==> src/alu_macros.svh <==
// data width, operation count, one-hot bit positions and APB register map, include where needed
`ifndef ALU_MACROS_SVH
`define ALU_MACROS_SVH

`define ALU_XLEN 64
`define ALU_NOPS 13

// bit positions in the one-hot operation vector
`define ALU_OP_ADD  0
`define ALU_OP_SUB  1
`define ALU_OP_SLT  2
`define ALU_OP_SLTU 3
`define ALU_OP_AND  4
`define ALU_OP_OR   5
`define ALU_OP_XOR  6
`define ALU_OP_SLL  7
`define ALU_OP_SRL  8
`define ALU_OP_SRA  9
`define ALU_OP_LUI  10
`define ALU_OP_MUL  11
`define ALU_OP_DIV  12

// byte offsets of the 32-bit registers
`define ALU_REG_SRC1_LO 8'h00
`define ALU_REG_SRC1_HI 8'h04
`define ALU_REG_SRC2_LO 8'h08
`define ALU_REG_SRC2_HI 8'h0C
`define ALU_REG_INST    8'h10
`define ALU_REG_RES_LO  8'h14
`define ALU_REG_RES_HI  8'h18
`define ALU_REG_STATUS  8'h1C

`endif

==> src/alu_pkg.sv <==
// types shared by the ALU peripheral, imported by every module of the design
`default_nettype none

`include "alu_macros.svh"

package alu_pkg;

	typedef logic [`ALU_XLEN-1:0] xlen_t;     // operand or result
	typedef logic [`ALU_NOPS-1:0] alu_ctrl_t; // one-hot with add at bit 0 up to div at bit 12
	typedef logic [31:0]          inst_t;
	typedef logic [31:0]          apb_data_t;
	typedef logic [7:0]           apb_addr_t;

	// host to slave
	typedef struct packed {
		logic      psel;
		logic      penable;
		logic      pwrite;
		apb_addr_t paddr;
		apb_data_t pwdata;
	} apb_req_t;

	// slave to host
	typedef struct packed {
		apb_data_t prdata;
		logic      pready;
		logic      pslverr;
	} apb_rsp_t;

	// decoder output consumed by the ALU
	typedef struct packed {
		alu_ctrl_t ctrl;
		logic      use_imm; // take imm instead of src2
		xlen_t     imm;     // sign-extended immediate
	} alu_dec_t;

endpackage

`default_nettype wire

==> src/alu_decoder.sv <==
// combinational RV64 decoder for OP, OP-IMM, LUI, mul and divu, feeds alu_core
`timescale 1ns/10ps
`default_nettype none

`include "alu_macros.svh"

module alu_decoder (
	input  alu_pkg::inst_t   inst,
	output alu_pkg::alu_dec_t dec,
	output logic             illegal
);
	import alu_pkg::*;

	localparam logic [6:0] OPC_OP     = 7'b0110011;
	localparam logic [6:0] OPC_OP_IMM = 7'b0010011;
	localparam logic [6:0] OPC_LUI    = 7'b0110111;

	logic [6:0] opcode;
	logic [2:0] funct3;
	logic [6:0] funct7;
	logic [5:0] funct6;   // OP-IMM shifts carry a 6-bit shamt
	alu_ctrl_t  ctrl;
	logic       use_imm;
	xlen_t      imm;

	assign opcode = inst[6:0];
	assign funct3 = inst[14:12];
	assign funct7 = inst[31:25];
	assign funct6 = inst[31:26];

	always_comb begin
		ctrl    = '0;
		use_imm = 1'b0;
		imm     = '0;
		case (opcode)
			OPC_OP: begin
				if (funct7 == 7'b0000000) begin
					case (funct3)
						3'b000: ctrl[`ALU_OP_ADD]  = 1'b1;
						3'b001: ctrl[`ALU_OP_SLL]  = 1'b1;
						3'b010: ctrl[`ALU_OP_SLT]  = 1'b1;
						3'b011: ctrl[`ALU_OP_SLTU] = 1'b1;
						3'b100: ctrl[`ALU_OP_XOR]  = 1'b1;
						3'b101: ctrl[`ALU_OP_SRL]  = 1'b1;
						3'b110: ctrl[`ALU_OP_OR]   = 1'b1;
						default: ctrl[`ALU_OP_AND] = 1'b1;
					endcase
				end else if (funct7 == 7'b0100000) begin
					if (funct3 == 3'b000)
						ctrl[`ALU_OP_SUB] = 1'b1;
					else if (funct3 == 3'b101)
						ctrl[`ALU_OP_SRA] = 1'b1;
				end else if (funct7 == 7'b0000001) begin // M extension subset
					if (funct3 == 3'b000)
						ctrl[`ALU_OP_MUL] = 1'b1;
					else if (funct3 == 3'b101)
						ctrl[`ALU_OP_DIV] = 1'b1;
				end
			end
			OPC_OP_IMM: begin
				use_imm = 1'b1;
				imm     = {{(`ALU_XLEN-12){inst[31]}}, inst[31:20]};
				case (funct3)
					3'b000: ctrl[`ALU_OP_ADD]  = 1'b1;
					3'b010: ctrl[`ALU_OP_SLT]  = 1'b1;
					3'b011: ctrl[`ALU_OP_SLTU] = 1'b1;
					3'b100: ctrl[`ALU_OP_XOR]  = 1'b1;
					3'b110: ctrl[`ALU_OP_OR]   = 1'b1;
					3'b111: ctrl[`ALU_OP_AND]  = 1'b1;
					3'b001: ctrl[`ALU_OP_SLL]  = (funct6 == 6'b000000);
					default: begin            // srli or srai
						ctrl[`ALU_OP_SRL] = (funct6 == 6'b000000);
						ctrl[`ALU_OP_SRA] = (funct6 == 6'b010000);
					end
				endcase
			end
			OPC_LUI: begin
				use_imm           = 1'b1;
				imm               = {{(`ALU_XLEN-20){1'b0}}, inst[31:12]}; // core sign-extends
				ctrl[`ALU_OP_LUI] = 1'b1;
			end
			default: ;
		endcase
	end

	// nothing selected means the encoding is not supported
	assign illegal = ~|ctrl;

	assign dec = '{ctrl: ctrl, use_imm: use_imm, imm: imm};

endmodule

`default_nettype wire

==> config.mk <==
export PLATFORM = sky130hd
export DESIGN_NAME = alu_decoder
export DESIGN_NICKNAME = d
export VERILOG_FILES = /design/src/alu_pkg.sv /design/src/alu_decoder.sv
export VERILOG_INCLUDE_DIRS = /design/src /design/src/src
export SDC_FILE = /design/constraint.sdc
export NUM_CORES = 1
export LEC_CHECK = 0
export BUFFER_PORTS_ARGS = -buffer_cell sky130_fd_sc_hd__buf_4
export CORE_MARGIN = 2
export CORE_UTILIZATION = 25
export DETAILED_ROUTE_END_ITERATION = 6
export PLACE_DENSITY = 0.67
export SYNTH_ARGS = -nofsm -noshare
export SYNTH_HDL_FRONTEND = slang
export SYNTH_SLANG_ARGS = --single-unit
==> constraint.sdc <==
create_clock -name vclk -period 6.8
set_clock_uncertainty 0.05 [all_clocks]
set_input_delay 1.36 -clock vclk [all_inputs]
set_output_delay 1.36 -clock vclk [all_outputs]
set_load 0.03 [all_outputs]
# After elaboration in Yosys (flattened, before gate mapping)
# Index checks and enable logic that the tools add are counted.
# op_classes
eq_ne	13
mux	28
n_reduce_logical	8
# ops
operator	n
$pmux 64 s2	1
$eq 7x6->1 const B	3
$mux 1	19
$pmux 8 s2	1
$reduce_or 7->1	2
$reduce_or 13->1	1
$eq 3x3->1 const B	4
$mux 2	5
$eq 7x1->1 const B	1
$eq 7x5->1 const B	1
$logic_not 7->1	1
$mux 7	1
$eq 3x2->1 const B	2
$eq 6x5->1 const B	1
$logic_not 6->1	1
$eq 3x1->1 const B	1
$logic_not 3->1	1
$pmux 1 s2	1
$reduce_or 2->1	1
$logic_not 1->1	1
# word_totals
output_inout_bits	79
input_bits	32
ff_bits	0

# Logic depth before layout (Yosys ltp)
# logic_depth
depth_word	9
mapped_depth	5
mapped_depth_nobuf	4

# Least setup slack after synthesis
# OpenSTA, ideal clock, no wires.
# synth_path
path_kind	in2out
startpoint	in inst[31]
endpoint	out dec[66] (netlist bit)
t_required_ns	5.390
path_buffers	0
arrival_ns	3.041
stages	4
slack_ns	2.349
cell_sequence	or3_4 -> nor3_1 -> nand3_1 -> nor4b_1
# synth_lines
element	line	source
from (decl)	alu_decoder.sv:8	input alu_pkg::inst_t inst,
to (decl)	alu_decoder.sv:9	output alu_pkg::alu_dec_t dec,

==> flow_summary.ini <==
[run_status]
status = finished, final reports clean

[synth]
netlist_instances = 119
synth_cell_type_count = 38
syn_nets = 151
avgSynthCellArea_um2 = 7.476
ys_seq_area_share_pct = 0
syn_area_um2 = 889.6
synth_warnings = 0

[worst_setup_path]
startpoint = inst[6]
cp.required_ns = 5.39
cp-start-kind = primary input
critical_path_arrival_ns = 2.87
crit_family = buffers and inverters
critical_path_class = in -> out
crit_path_max_incr_delay_ns = 0.38
crit_top_cell = buf_4
cp_num_cells = 8
crit_end = dec[18]
worstPathCellList = buf_4, nand4b_4, nor4_2, buf_4, and2_1, buf_4, a21o_2, buf_4
cp_slowest_cell = buf_4
critPathCaptureType = primary output
path_buf_inv = 4
path_max_fanout = 52

[floorplan]
start_util_pct = 26.25
ioPinCount = 111
die_area_mm2 = 0.004051
die_w_um = 63.65
rows = 21
die_h_um = 63.65
core_area_mm2 = 0.003390

[route]
ant_nets = 0
routed_via_density = 4.366
finalWirelength_mm = 2.729
detail_route.first_pass.iterations = 4
avgRoutedWirePerCell_um = 12.18
drc_errors = 0
vias = 978
drt_iter0_markers = 26

[finish]
nets = 212
seqCellArea_um2 = 0
nClkBuffers = 0
drive_above_1_share_pct = 68.54
finish.utilization_pct = 40.97
n_antenna_cell = 0
areaGrowthSynthToFinish_pct = 56.12
n_fill_cell = 361
seq_cell_count = 0

[timing]
worst_pin_slew_ns = 0.4329
setup_violations = 0
max_slew_margin_pct = 71.14
slew_violations = 0
period_needed_ns = 4.278
period_share_pct = 62.91
hold_violations = 0
rsz0062_at_grt = false
fmax_mhz = 233.8
setup_tns_ns = 0

[grt]
first_global_vias = 796
grt_pass1_wl_mm = 3.905
antenna_found_initial = 0
grt_use_total_pct = 11.39
grt_max_degree = 53
grt_overflow = 0

[clocking]
ctsResizeCount = 0
ctsHoldBuffers = 0
postCtsSetupBuffers = 0

[pwr]
p_leak_nw = 0.7894
ir_drop_v = 0.000009197
p_per_area_mw_per_mm2 = 25.94

[hold_path]
hp-class = in -> out

[place]
io_buffers = 106
gp_congestion = 0.8132
dp_hpwl_mm = 2.259

[flow_run]
drv_cap = 0
power breakdown:
part           leakage [nW]  total (mW)  internal, mW  switching, mW
clock network             0           0             0              0
logic                 0.789      0.0360        0.0175         0.0185
registers                 0           0             0              0
synth_stat cells (all sizes together):
cell    instances  area share [%]
a2111o          1             1.3
a21oi           1            0.56
nor3b           2             2.3
xor2            1            0.98
or3             2             2.0
nor3            7             5.2
buf            49              42
o22a            1            0.98
nor4            2             2.1
clkbuf          1            0.42
o21ai           1            0.98
o221a           1             1.3
nand2b          1            0.70
nand3b          1            0.84
and2            1            0.70
or4b            1             1.1
or4             1            0.84
nand3           5             3.4
a22o           11              11
a311o           1             1.1
nor2            7             3.0
a21o            8             6.9
o311a           1             1.1
nand2           6             2.5
o21a            1            0.84
nor4b           1            0.98
nand4b          1             2.7
or2             2             1.4
nor2b           1            0.98
layout make-up:
type / count / area (um^2) / area share (%)
Tap cell: 46 / 57.56 / 4.144
Multi-Input combinational cell: 69 / 513.0 / 36.94
Timing Repair Buffer: 109 / 818.3 / 58.92
kinds of logic (layout without fill, tap and decap cells):
group | Yosys count | after routing | share of synthesized area (%)
AOI/OAI and AO/OA | 27 | 27 | 26.02
and+or+nand+nor | 41 | 41 | 30.66
xor gates and xnor gates | 1 | 1 | 0.9847
buffers and inverters | 50 | 109 | 42.33
metrics by stage:
step	power [mW]	hold WS, ns	instances	cell area (um^2)	setup WS, ns
after floorplan	0.01644	2.787	119	889.6	2.349
after global placement	0.03618	2.998	224	1389	2.526
after detailed placement	0.03639	2.999	224	1389	2.509
after CTS	0.03643	3.003	224	1389	2.504
after global routing	0.03913	3.013	224	1389	2.353
final	0.03603	3.003	224	1389	2.522
worst min-delay path: cells and delay by family:
family | cells | cell delay [ns]
compound gates | 1 | 0.10
buf+inv | 2 | 0.23
worst min path at each step:
| stage | from | cells past startpoint | to |
|---|---|---|---|
| floorplan | inst[25] | 1 | dec[66] |
| global placement | inst[24] | 3 | dec[12] |
| detailed placement | inst[24] | 3 | dec[12] |
| CTS | inst[24] | 3 | dec[12] |
| global route | inst[24] | 3 | dec[12] |
| finish | inst[24] | 3 | dec[12] |
routing by layer:
metal / GRT usage, % / up-vias / part of all wire, %
li1: - / 507 / -
met1: 15.51 / 438 / 42
met2: 20.00 / 33 / 52
met3: 1.786 / 0 / 6.2
met4: 0 / 0 / 0
met5: 0 / - / 0
cell usage in the layout (no fill, tap or decap), drive strengths merged, types with 2 or more instances in the layout:
master  instances
or2             2
a21o            8
nand3           5
a22o           11
nor4            2
or3             2
nand2           6
nor3            7
nor2            7
buf           109
nor3b           2
(Power assumes the default switching activity.)
