--- src/alu_macros.svh ---
// data width, operation count, one-hot bit positions and APB register map, include where needed
`ifndef ALU_MACROS_SVH
`define ALU_MACROS_SVH

`define ALU_XLEN 64
`define ALU_NOPS 13

// bit positions in the one-hot operation vector
`define ALU_OP_ADD  0
`define ALU_OP_SUB  1
`define ALU_OP_SLT  2
`define ALU_OP_SLTU 3
`define ALU_OP_AND  4
`define ALU_OP_OR   5
`define ALU_OP_XOR  6
`define ALU_OP_SLL  7
`define ALU_OP_SRL  8
`define ALU_OP_SRA  9
`define ALU_OP_LUI  10
`define ALU_OP_MUL  11
`define ALU_OP_DIV  12

// byte offsets of the 32-bit registers
`define ALU_REG_SRC1_LO 8'h00
`define ALU_REG_SRC1_HI 8'h04
`define ALU_REG_SRC2_LO 8'h08
`define ALU_REG_SRC2_HI 8'h0C
`define ALU_REG_INST    8'h10
`define ALU_REG_RES_LO  8'h14
`define ALU_REG_RES_HI  8'h18
`define ALU_REG_STATUS  8'h1C

`endif

--- src/alu_pkg.sv ---
// types shared by the ALU peripheral, imported by every module of the design
`default_nettype none

`include "alu_macros.svh"

package alu_pkg;

	typedef logic [`ALU_XLEN-1:0] xlen_t;     // operand or result
	typedef logic [`ALU_NOPS-1:0] alu_ctrl_t; // one-hot with add at bit 0 up to div at bit 12
	typedef logic [31:0]          inst_t;
	typedef logic [31:0]          apb_data_t;
	typedef logic [7:0]           apb_addr_t;

	// host to slave
	typedef struct packed {
		logic      psel;
		logic      penable;
		logic      pwrite;
		apb_addr_t paddr;
		apb_data_t pwdata;
	} apb_req_t;

	// slave to host
	typedef struct packed {
		apb_data_t prdata;
		logic      pready;
		logic      pslverr;
	} apb_rsp_t;

	// decoder output consumed by the ALU
	typedef struct packed {
		alu_ctrl_t ctrl;
		logic      use_imm; // take imm instead of src2
		xlen_t     imm;     // sign-extended immediate
	} alu_dec_t;

endpackage

`default_nettype wire

--- src/alu_apb_regs.sv ---
// APB register block holding operands, instruction, captured result and status
`timescale 1ns/10ps
`default_nettype none

`include "alu_macros.svh"

module alu_apb_regs (
	input  logic               clk,
	input  logic               rst_n,
	input  alu_pkg::apb_req_t  apb_req,
	output alu_pkg::apb_rsp_t  apb_rsp,
	output alu_pkg::xlen_t     src1,
	output alu_pkg::xlen_t     src2,
	output alu_pkg::inst_t     inst,
	input  alu_pkg::xlen_t     result,
	input  logic               illegal
);
	import alu_pkg::*;

	apb_data_t src1_lo, src1_hi;
	apb_data_t src2_lo, src2_hi;
	inst_t     inst_q;
	xlen_t     result_q;
	logic      illegal_q;
	logic      done;
	logic      pending;   // high the cycle after an INST write

	logic      access;
	logic      wr_en;
	logic      rd_en;
	logic      inst_wr;
	logic      mapped;
	logic      read_only;
	apb_data_t rdata;

	assign access  = apb_req.psel & apb_req.penable;
	assign wr_en   = access & apb_req.pwrite;
	assign rd_en   = access & ~apb_req.pwrite;
	assign inst_wr = wr_en & (apb_req.paddr == `ALU_REG_INST);

	// offset decode for reads and error response
	always_comb begin
		mapped    = 1'b1;
		read_only = 1'b0;
		rdata     = '0;
		case (apb_req.paddr)
			`ALU_REG_SRC1_LO: rdata = src1_lo;
			`ALU_REG_SRC1_HI: rdata = src1_hi;
			`ALU_REG_SRC2_LO: rdata = src2_lo;
			`ALU_REG_SRC2_HI: rdata = src2_hi;
			`ALU_REG_INST:    rdata = inst_q;
			`ALU_REG_RES_LO: begin
				rdata     = result_q[31:0];
				read_only = 1'b1;
			end
			`ALU_REG_RES_HI: begin
				rdata     = result_q[63:32];
				read_only = 1'b1;
			end
			`ALU_REG_STATUS: begin
				rdata     = {30'b0, illegal_q, done};
				read_only = 1'b1;
			end
			default: mapped = 1'b0;
		endcase
	end

	always_ff @(posedge clk) begin
		if (!rst_n) begin
			src1_lo   <= '0;
			src1_hi   <= '0;
			src2_lo   <= '0;
			src2_hi   <= '0;
			inst_q    <= '0;
			result_q  <= '0;
			illegal_q <= 1'b0;
			done      <= 1'b0;
			pending   <= 1'b0;
		end else begin
			if (wr_en) begin
				case (apb_req.paddr)
					`ALU_REG_SRC1_LO: src1_lo <= apb_req.pwdata;
					`ALU_REG_SRC1_HI: src1_hi <= apb_req.pwdata;
					`ALU_REG_SRC2_LO: src2_lo <= apb_req.pwdata;
					`ALU_REG_SRC2_HI: src2_hi <= apb_req.pwdata;
					`ALU_REG_INST:    inst_q  <= apb_req.pwdata;
					default: ;            // read-only and unmapped writes dropped
				endcase
			end
			pending <= inst_wr;
			if (inst_wr)
				done <= 1'b0;
			else if (pending)
				done <= 1'b1;
			if (pending) begin  // ALU has settled on the new instruction
				result_q  <= result;
				illegal_q <= illegal;
			end
		end
	end

	assign src1 = {src1_hi, src1_lo};
	assign src2 = {src2_hi, src2_lo};
	assign inst = inst_q;

	assign apb_rsp = '{
		prdata:  rd_en ? rdata : '0,
		pready:  1'b1,       // no wait states
		pslverr: access & (~mapped | (apb_req.pwrite & read_only))
	};

endmodule

`default_nettype wire

--- config.mk ---
export PLATFORM = sky130hd
export DESIGN_NAME = alu_apb_regs
export DESIGN_NICKNAME = d
export VERILOG_FILES = /design/src/alu_pkg.sv /design/src/alu_apb_regs.sv
export VERILOG_INCLUDE_DIRS = /design/src /design/src/src
export SDC_FILE = /design/constraint.sdc
export NUM_CORES = 1
export LEC_CHECK = 0
export BUFFER_PORTS_ARGS = -buffer_cell sky130_fd_sc_hd__buf_4
export CORE_MARGIN = 10
export CORE_UTILIZATION = 43
export DETAILED_ROUTE_END_ITERATION = 7
export GPL_ROUTABILITY_DRIVEN = 0
export PLACE_DENSITY_LB_ADDON = 0.25
export SLEW_MARGIN = 0
export SYNTH_ARGS = -nofsm -noshare
export SYNTH_HDL_FRONTEND = slang
export SYNTH_SLANG_ARGS = --single-unit
--- constraint.sdc ---
create_clock -name clk -period 2.6 [get_ports clk]
set_input_delay 0.52 -clock clk [delete_from_list [all_inputs] [get_ports clk]]
set_output_delay 0.52 -clock clk [all_outputs]
set_load 0.01 [all_outputs]
After elaboration in Yosys (flattened, before gate mapping) --
Index checks and enable logic that the tools add are counted.
Storage, ports and cells: flip-flop bits (word level) 227, input bits 110, word-level logic and storage cells 39
Operators by class: eq/ne operators 7, multiplexer cells 4, bitwise gates (word level) 10, reductions and logical operators 9
Operators by type and width (number):
- $pmux 32 s8 | 1
- $eq 8x5->1 const B | 4
- $mux 32 | 1
- $eq 8x4->1 const B | 2
- $reduce_and 2->1 | 5
- $eq 8x3->1 const B | 1
- $logic_not 8->1 | 1
- $reduce_or 8->1 | 1
- $and 1x1->1 | 6
- $not 1->1 | 3
- $reduce_or 3->1 | 1
- $mux 1 | 2
- $reduce_or 2->1 | 1
- $or 1x1->1 | 1

Logic depth before layout (Yosys ltp) --
Gate-level depths: netlist of run 1.
depth after elaboration 6, depth in mapped cells 7

Worst setup path before layout of run 1 --
No wires, ideal clock.
kind input-to-output, start point input apb_req[36] in the netlist's numbering, end point output apb_rsp[26] in the netlist's numbering, arrival time 2.147 ns, slack -0.067 ns, stages 5, path buffers 1, path through buf_6 -> or4_4 -> nor3_1 -> nand3_2 -> o221ai_1
RTL lines:
- start, declared | line alu_apb_regs.sv:10 | input alu_pkg::apb_req_t apb_req,
- end, declared | line alu_apb_regs.sv:11 | output alu_pkg::apb_rsp_t apb_rsp,

==> run summary, run 1 <==
Clock Tree Root: clkbuf_16
DRC violations left: 0
Via density: 5.562
Maximum vdd drop: 0.5751 mV
Design Area, Final: 13420 um^2
Reg-to-reg endpoint: result_q[46]
Syn Area/Cell: 9.556 um^2
Outcome: finished, violations left
Clock Path Buffers: 3
Core area: 21890 um^2
DP HPWL: 25310 um
Initial Util: 43.91%
CTS Sinks: 227
N_diodes: 0
Power Dens Cells: 561.7 nW/um^2
Hold path depth: 2
PortBufs: 302
FF-to-FF path depth: 3
Slowest cell on crit path: or4_4
Synth unique cells: 40
Syn_nets: 1116
Synth warn: 0
DRT iter0 DRCs: 705
Crit start category: input pin
Failing checks: negative setup slack
Data required, critical path: 2080 ps
Slew Viols, Final: 0
Antenna-violating nets left: 0
Die ar.: 28740 um^2
Die width: 169.5 um
Final Hold Viols: 0
Area grow syn2layout: 39.65%
CP most frequent cell: buf_4
Top-level port count: 304
Leakage: 5.521 nW
Synthesized flop and latch total: 227
Register-to-register setup slack: 1030 ps
Crit Path Max Fanout: 5
Relative slew slack: 42.97%
Fillers: 1901
Arr. time, crit path: 2110 ps
Final Worst Setup Slack: -34.87 ps
Vias in the first global route: 8842
Fin util: 61.32%
Critical path class: input pin to output port
Worst-path clk slew: 60 ps
Tightest Hold Check Type: input pin to flop
Crit path to: apb_rsp[12]
Total CTS buffers: 26
Kind of cell adding the most delay to the critical path: simple AND/OR/NAND/NOR gates
Largest net degree at the start of global routing: 81
H-tree levels: 1
DRT Pass-1 Iters: 5
Register Area: 4548 um^2
Setup crit end kind: output port
First-pass GRT wire length: 52480 um
Die height: 169.5 um
Initial antenna violation count: 0
Crit path from: apb_req[37]
Worst skew pair latency: 530 ps
CP max stage delay: 560 ps
Final nets: 1418
Placed instance area: 12420 um^2
Aggregate global routing overflow: 0
Layout Skew: 6.444 ps
FMAX: 379.5 MHz
Vias: 8943
Worst-Margin Slew: 855.4 ps
Drt wl/cell: 21.87 um
Post-Synthesis Cells: 1006
Share of cells above drive strength 1: 36.90%
CTS tree: done
Area of the multi-input gates: 4692 um^2
Final WL: 35170 um
Gr usage total: 22.96%
R2R Path Start: pending
Rows: 54
Register area share after synthesis: 47.27%
Minimum clock period: 2635 ps
Endpoints failing setup: 10
CP Depth: 7
Worst path buffer plus inverter count: 3
Cells along the critical path: buf_6, or4_4, nor3_4, buf_4, nand2_2, o21ai_0, buf_4
Synthesized cell area: 9613 um^2
Maximum Capacitance Violations: 0
Hold Buf Count CTS: 0
Unrepaired setup endpoints after global routing: yes
Crit share post-route: 101.3%
==> Yosys cell counts (all sizes together) <==
master / number / area (um^2)
and4: 1 / 8.760
o2bb2ai: 15 / 131.4
nor2b: 3 / 18.77
mux4: 11 / 247.7
nand4: 3 / 18.77
nor2: 83 / 311.6
a31oi: 1 / 6.260
and3b: 1 / 8.760
o211ai: 1 / 7.510
a32o: 2 / 20.02
nand3: 132 / 665.6
nor3: 3 / 15.01
a21oi: 2 / 10.01
dfxtp: 227 / 4544
a32oi: 1 / 8.760
buf: 48 / 307.8
o21ai: 147 / 863.3
o21a: 1 / 7.510
clkbuf: 43 / 161.4
mux2: 14 / 157.7
inv: 9 / 33.78
o221ai: 9 / 78.83
or3b: 1 / 8.760
or4: 3 / 30.03
nand2: 66 / 250.2
a221o: 14 / 140.1
conb: 1 / 3.750
a22oi: 14 / 105.1
mux2i: 112 / 1121
and3: 3 / 18.77
a22o: 33 / 289.0
nor4: 2 / 12.51
==> power by group <==
| group | internal (mW) | total (mW) | leakage [nW] | switching (mW) |
|---|---|---|---|---|
| logic | 0.195 | 0.450 | 3.28 | 0.254 |
| registers | 3.48 | 3.48 | 1.83 | 0.000909 |
| clock network | 2.12 | 3.61 | 0.416 | 1.49 |
==> what timing repair did <==
| item | in CTS | in global routing |
|---|---|---|
| setup buffers | 1 | 2 |
| setup endpoints to repair | 22 | 24 |
| pin swaps | 1 | 5 |
| endpoints found under the hold margin | 0 | 0 |
| gates cloned | 0 | 1 |
| gates resized for setup | 12 | 18 |
==> state kept, by name (all words and copies together) (netlist names) <==
name and flops:
done 1, illegal_q 1, inst 32, pending 1, result_q 64, src1_hi 32
src1_lo 32, src2_hi 32, src2_lo 32
==> worst min path at each step <==
stage | start | endpoint | slack, ps
detailed placement | done | done | 450
global route | apb_req[12] | inst[12] | 210
finish | apb_req[6] | inst[6] | 220
CTS | apb_req[12] | inst[12] | 200
floorplan | done | done | 440
global placement | done | done | 450
==> worst register-to-register path, delay by kind of cell (launching register included) <==
kind / cells / cell delay [ps]
mux: 1 / 310
flops: 1 / 680
buf+inv: 1 / 380
simple gates: 1 / 60
==> placed cells by master, fill, tap and decap left out, drive strengths merged <==
cell type	Yosys	final
a32oi	1	1
nor3	3	3
nor2b	3	3
o2bb2ai	15	15
mux2i	112	112
o221ai	9	9
clkbuf	43	37
conb	1	1
mux2	14	14
o211ai	1	1
o21ai	147	147
clkinv	0	6
and3b	1	1
nor4	2	2
a221o	14	14
clkinvlp	0	2
dfxtp	227	227
a21oi	2	2
and4	1	1
nand3	132	132
a22oi	14	14
or3b	1	1
o21a	1	1
nand4	3	3
or4	3	3
a31oi	1	1
bufinv	0	1
nand2	66	66
nor2	83	83
mux4	11	11
a22o	33	33
and3	3	3
buf	48	365
inv	9	11
a32o	2	2
==> final cells by class <==
| type | instances | area share, % |
|---|---|---|
| clock inverters | 11 | 0.6990 |
| repair buffers | 365 | 22.00 |
| well taps | 280 | 2.610 |
| clock buffers | 37 | 5.611 |
| inverters | 9 | 0.2517 |
| multi-input cells | 679 | 34.95 |
| flip-flops and latches | 227 | 33.88 |
==> kinds of logic after synthesis <==
logic type      count (synthesis)  share of synthesized area (%)
compound gates                240                          17.35
buf+inv                       100                          5.232
flops                         227                          47.27
mux                           137                          15.88
other cells                     1                        0.03901
simple gates                  301                          14.23
==> metal layers <==
layer | up-vias | share of wire [%] | GRT usage [%]
li1 | 4273 | - | -
met5 | - | 0 | 0
met1 | 4252 | 42 | 29.63
met2 | 367 | 47 | 37.74
met3 | 51 | 8.4 | 5.489
met4 | 0 | 2.3 | 5.929
==> through the flow <==
step                      power, mW  instances  setup WS [ps]  setup TNS [ps]  hold WS, ps
after floorplan               3.734       1006          44.56               0        435.6
after global placement        3.991       1556         -120.3          -995.0        445.2
after detailed placement      3.994       1556         -144.3           -1183        450.0
after CTS                     7.589       1605         -50.03          -72.90        201.8
after global routing          7.748       1608         -75.99          -987.0        212.6
final                         7.540       1608         -34.87          -127.8        220.0
(Power assumes the default switching activity.)
==> run 2: changes to the inputs <==
--- a/config.mk
+++ b/config.mk
@@ -11,7 +11,7 @@
 export CORE_UTILIZATION = 43
 export DETAILED_ROUTE_END_ITERATION = 7
 export GPL_ROUTABILITY_DRIVEN = 0
-export PLACE_DENSITY_LB_ADDON = 0.25
+export PLACE_DENSITY_LB_ADDON = 0.12
 export SLEW_MARGIN = 0
 export SYNTH_ARGS = -nofsm -noshare
 export SYNTH_HDL_FRONTEND = slang
==> run summary, run 2 (same netlist as run 1, synthesis figures left out) <==
Outcome: finished, violations left
Failing checks: negative setup slack
Worst-path clk slew: 60 ps
Setup crit end kind: output port
Final std cells w/o fill: 1599
Worst skew pair latency: 510 ps
Final Worst Setup Slack: -51.19 ps
PortBufs: 302
DRC violations left: 0
Layout Skew: 9.780 ps
Unrepaired setup endpoints after global routing: yes
Critical path class: input pin to output port
Minimum clock period: 2651 ps
Max reg flops: 64
Via density: 5.548
Design Power: 7.366 mW
N_diodes: 0
Endpoints failing setup: 6
CTS tree: done
Clock Tree Root: clkbuf_16
Power Dens Cells: 552.6 nW/um^2
Relative slew slack: 41.76%
Hold Buf Count CTS: 0
Data required, critical path: 2080 ps
Clock Path Buffers: 3
Final WL: 35050 um
Crit share post-route: 102.0%
Biggest register: result_q
DRT Pass-1 Iters: 5
Worst-Margin Slew: 873.6 ps
Top-level port count: 304
Crit Path Max Fanout: 5
Placed insts: 1553
CTS Sinks: 227
H-tree levels: 1
GRT met3 Usage: 6.230%
Met1 usage: 30.19%
FMAX: 377.2 MHz
Share of cells above drive strength 1: 36.69%
Commonest non-fill, non-tap cells in the layout: 342 x buf_4, 226 x dfxtp_1, 130 x nand3_1
Hold path depth: 2
GRT met2 Usage: 37.40%
Rows: 54
R2R Path Start: pending
Vias in the first global route: 8913
Gr usage total: 23.36%
Placement Setup Slack: -162.1 ps
Vias: 8871
Leakage: 5.497 nW
Maximum Capacitance Violations: 0
Largest net degree at the start of global routing: 116
Die height: 169.5 um
First-pass GRT wire length: 53500 um
Initial Util: 43.91%
FF-to-FF path depth: 3
Core area: 21890 um^2
Die ar.: 28740 um^2
Final Hold Viols: 0
Antenna-violating nets left: 0
Maximum vdd drop: 0.4471 mV
Hold path startpoint: apb_req[21]
Aggregate global routing overflow: 0
Most common cell after layout, fill and taps aside: buf_4
Tightest Hold Check Type: input pin to flop
Setup TNS: -168.7 ps
Slew Viols, Final: 0
DRT iter0 DRCs: 658
Crit path from: apb_req[37]
Crit start category: input pin
Initial antenna violation count: 0
Most crowded layer after global routing: met2
Total CTS buffers: 25
DP HPWL: 25060 um
Drt wl/cell: 21.92 um
Arr. time, crit path: 2130 ps
Area grow syn2layout: 38.66%
Final nets: 1413
Die width: 169.5 um
==> run 2: cell count changes in the layout (fill, tap and decap cells not counted), sizes merged <==
cell	before	now
buf	365	361
clkinvlp	2	0
clkbuf	37	35
inv	11	10
==> run 2: worst max-delay path, cell delays in order <==
cell and delay (ps):
buf_6 90, or4_4 570, nor3_4 170, buf_6 160, nand3_4 140, buf_12 180, o221ai_2 150, buf_4 150
==> run 2: layout make-up <==
| type | count | area (um^2) |
|---|---|---|
| fill | 1933 | 8562 |
| clock inverter | 8 | 71.32 |
| tap | 280 | 350.3 |
| timing repair buffer | 361 | 2890 |
| sequential | 227 | 4548 |
| clock buffer | 35 | 724.4 |
| multi-input combinational | 679 | 4711 |
| inverter | 9 | 33.78 |
==> run 2: power breakdown <==
group          internal (mW)  leakage, nW  switching (mW)
logic                  0.189         3.27           0.255
registers               3.48         1.83        0.000890
clock network           2.04        0.399            1.41
==> run 2: path summary, 6_finish.rpt <==
path | slack, ps | to
max | -50 | apb_rsp[10]
min | 230 | inst[21]
max reg2reg | 1030 | result_q[60]
min reg2reg | 460 | done
==> run 2: through the flow <==
| stage | hold WS (ps) | utilization, % | area [um^2] |
|---|---|---|---|
| 2_1_floorplan | 435.6 | - | 9618 |
| 3_3_place_gp | 444.0 | 56.50 | 12370 |
| 3_5_place_dp | 448.9 | 56.50 | 12370 |
| 4_1_cts | 209.5 | 60.84 | 13320 |
| 5_1_grt | 222.6 | 60.89 | 13330 |
| 6_report | 228.3 | 60.89 | 13330 |
==> run 2: repair_timing <==
action,4_1_cts,5_1_grt
setup buffers,2,0
gates cloned,1,0
resized for setup,27,6
pin swaps,5,1
setup endpoints to repair,29,28
==> run 2: routing by layer <==
layer / vias to the layer above / wire (um)
li1: 4253 / -
met1: 4236 / 15120
met2: 337 / 16160
met3: 45 / 2938
met4: 0 / 828
met5: - / 0
==> run 3: changes to the inputs <==
--- a/config.mk
+++ b/config.mk
@@ -7,7 +7,7 @@
 export NUM_CORES = 1
 export LEC_CHECK = 0
 export BUFFER_PORTS_ARGS = -buffer_cell sky130_fd_sc_hd__buf_4
-export CORE_MARGIN = 10
+export CORE_MARGIN = 1
 export CORE_UTILIZATION = 43
 export DETAILED_ROUTE_END_ITERATION = 7
 export GPL_ROUTABILITY_DRIVEN = 0
==> constraint.sdc (replaced) <==
create_clock -name clk -period 2.7 [get_ports clk]
set_input_delay 0.54 -clock clk [delete_from_list [all_inputs] [get_ports clk]]
set_output_delay 0.54 -clock clk [all_outputs]
set_load 0.01 [all_outputs]
==> run summary, run 3 (same netlist as run 1, synthesis figures left out) <==
First-pass GRT wire length: 48200 um
R2R Path Start: pending
Die height: 151.5 um
Data required, critical path: 2160 ps
Final Worst Setup Slack: 43.90 ps
Die ar.: 22960 um^2
Final WL: 32590 um
Worst-path clk slew: 60 ps
Largest net degree at the start of global routing: 66
Area of the multi-input gates: 4683 um^2
Crit Path Max Fanout: 5
Antenna-violating nets left: 0
Relative slew slack: 43.91%
Drt wl/cell: 20.37 um
Tightest Hold Check Type: input pin to flop
Hold Buf Count CTS: 0
Crit start category: input pin
Gr usage total: 27.59%
CTS Sinks: 227
Slew Viols, Final: 0
Power Dens Cells: 540.1 nW/um^2
Minimum clock period: 2656 ps
Clock Tree Root: clkbuf_16
Maximum vdd drop: 0.4013 mV
Initial Util: 43.91%
Setup TNS: 0 ps
Final nets: 1414
PortBufs: 302
Share of cells above drive strength 1: 36.82%
Crit share post-route: 98.37%
Placement Setup Slack: -57.30 ps
DRC violations left: 0
Outcome: finished clean
FMAX: 376.5 MHz
Setup crit end kind: output port
Total CTS buffers: 25
N_diodes: 0
Placed insts: 1553
DRT iter0 DRCs: 494
Vias in the first global route: 8290
Max reg flops: 64
Core area: 21890 um^2
Maximum Capacitance Violations: 0
Clock Path Buffers: 3
Final Hold Viols: 0
Worst skew pair latency: 520 ps
H-tree levels: 1
Layout Skew: 7.602 ps
Die width: 151.5 um
Design Area, Final: 13310 um^2
DP HPWL: 22670 um
Area grow syn2layout: 38.42%
CTS tree: done
Hold path startpoint: apb_req[31]
Unrepaired setup endpoints after global routing: no
Fillers: 1982
Initial antenna violation count: 0
Fin Hold WS: 251.9 ps
DRT Pass-1 Iters: 4
Vias: 8940
Top-level port count: 304
Aggregate global routing overflow: 0
Worst-Margin Slew: 841.3 ps
Commonest non-fill, non-tap cells in the layout: 349 x buf_4, 226 x dfxtp_1, 130 x nand3_1
Placed instance area: 12370 um^2
Final std cells w/o fill: 1600
Arr. time, crit path: 2120 ps
Leakage: 5.473 nW
Rows: 54
Register Area: 4548 um^2
Most common cell after layout, fill and taps aside: buf_4
Biggest register: result_q
Endpoints failing setup: 0
Crit path from: apb_req[37]
Via density: 5.588
Critical path class: input pin to output port
[run 3: cell types whose count changed in the layout (fill, tap and decap cells not counted), sizes merged]
| cell | change |
|---|---|
| clkinvlp | +2 |
| buf | +1 |
| bufinv | +1 |
| clkbuf | -1 |
| clkinv | -1 |
| inv | -1 |
[run 3: final timing paths]
check	to	slack [ps]	depth (start not counted)
worst max-delay path	apb_rsp[13]	40	8
worst min register to register	done	470	1
worst min-delay path	inst[31]	250	2
worst max register to register	result_q[15]	1130	3
[run 3: stage by stage]
step | util [%] | power (mW)
floorplan | - | 3.595
global placement | 56.50 | 3.835
detailed placement | 56.50 | 3.836
CTS | 60.47 | 7.226
global route | 60.79 | 7.397
finish | 60.79 | 7.187
[run 3: per-layer routing]
metal / share of wire, % / track usage, % / vias up
met5: 0 / 0 / -
met4: 3.0 / 8.614 / 0
met3: 8.8 / 5.569 / 57
met2: 45 / 44.68 / 373
met1: 43 / 36.86 / 4250
li1: - / - / 4260
[run 3: critical path: stages]
cell      delay, ps
buf_4           110
or4_4           550
nor3_2          130
buf_4           180
nand3_4         140
buf_12          190
o221ai_2        120
buf_4           140
[run 3: area by class of cell]
class | instances | share of cell area (%)
sequential | 227 | 34.18
multi-input combinational | 679 | 35.20
clock inverter | 9 | 0.7522
clock buffer | 34 | 5.407
timing repair buffer | 362 | 21.58
tap | 280 | 2.633
inverter | 9 | 0.2539
[run 3: power breakdown]
group | switching, mW | total, mW | internal, mW
logic | 0.240 | 0.423 | 0.183
registers | 0.000925 | 3.35 | 3.35
clock network | 1.37 | 3.41 | 2.04
[run 3: repair_timing]
item	4_1_cts	5_1_grt
setup endpoints to repair	16	23
pin swaps	1	2
hold endpoints to repair	0	0
resized for setup	9	13
gates cloned	1	0
buffers inserted	1	2
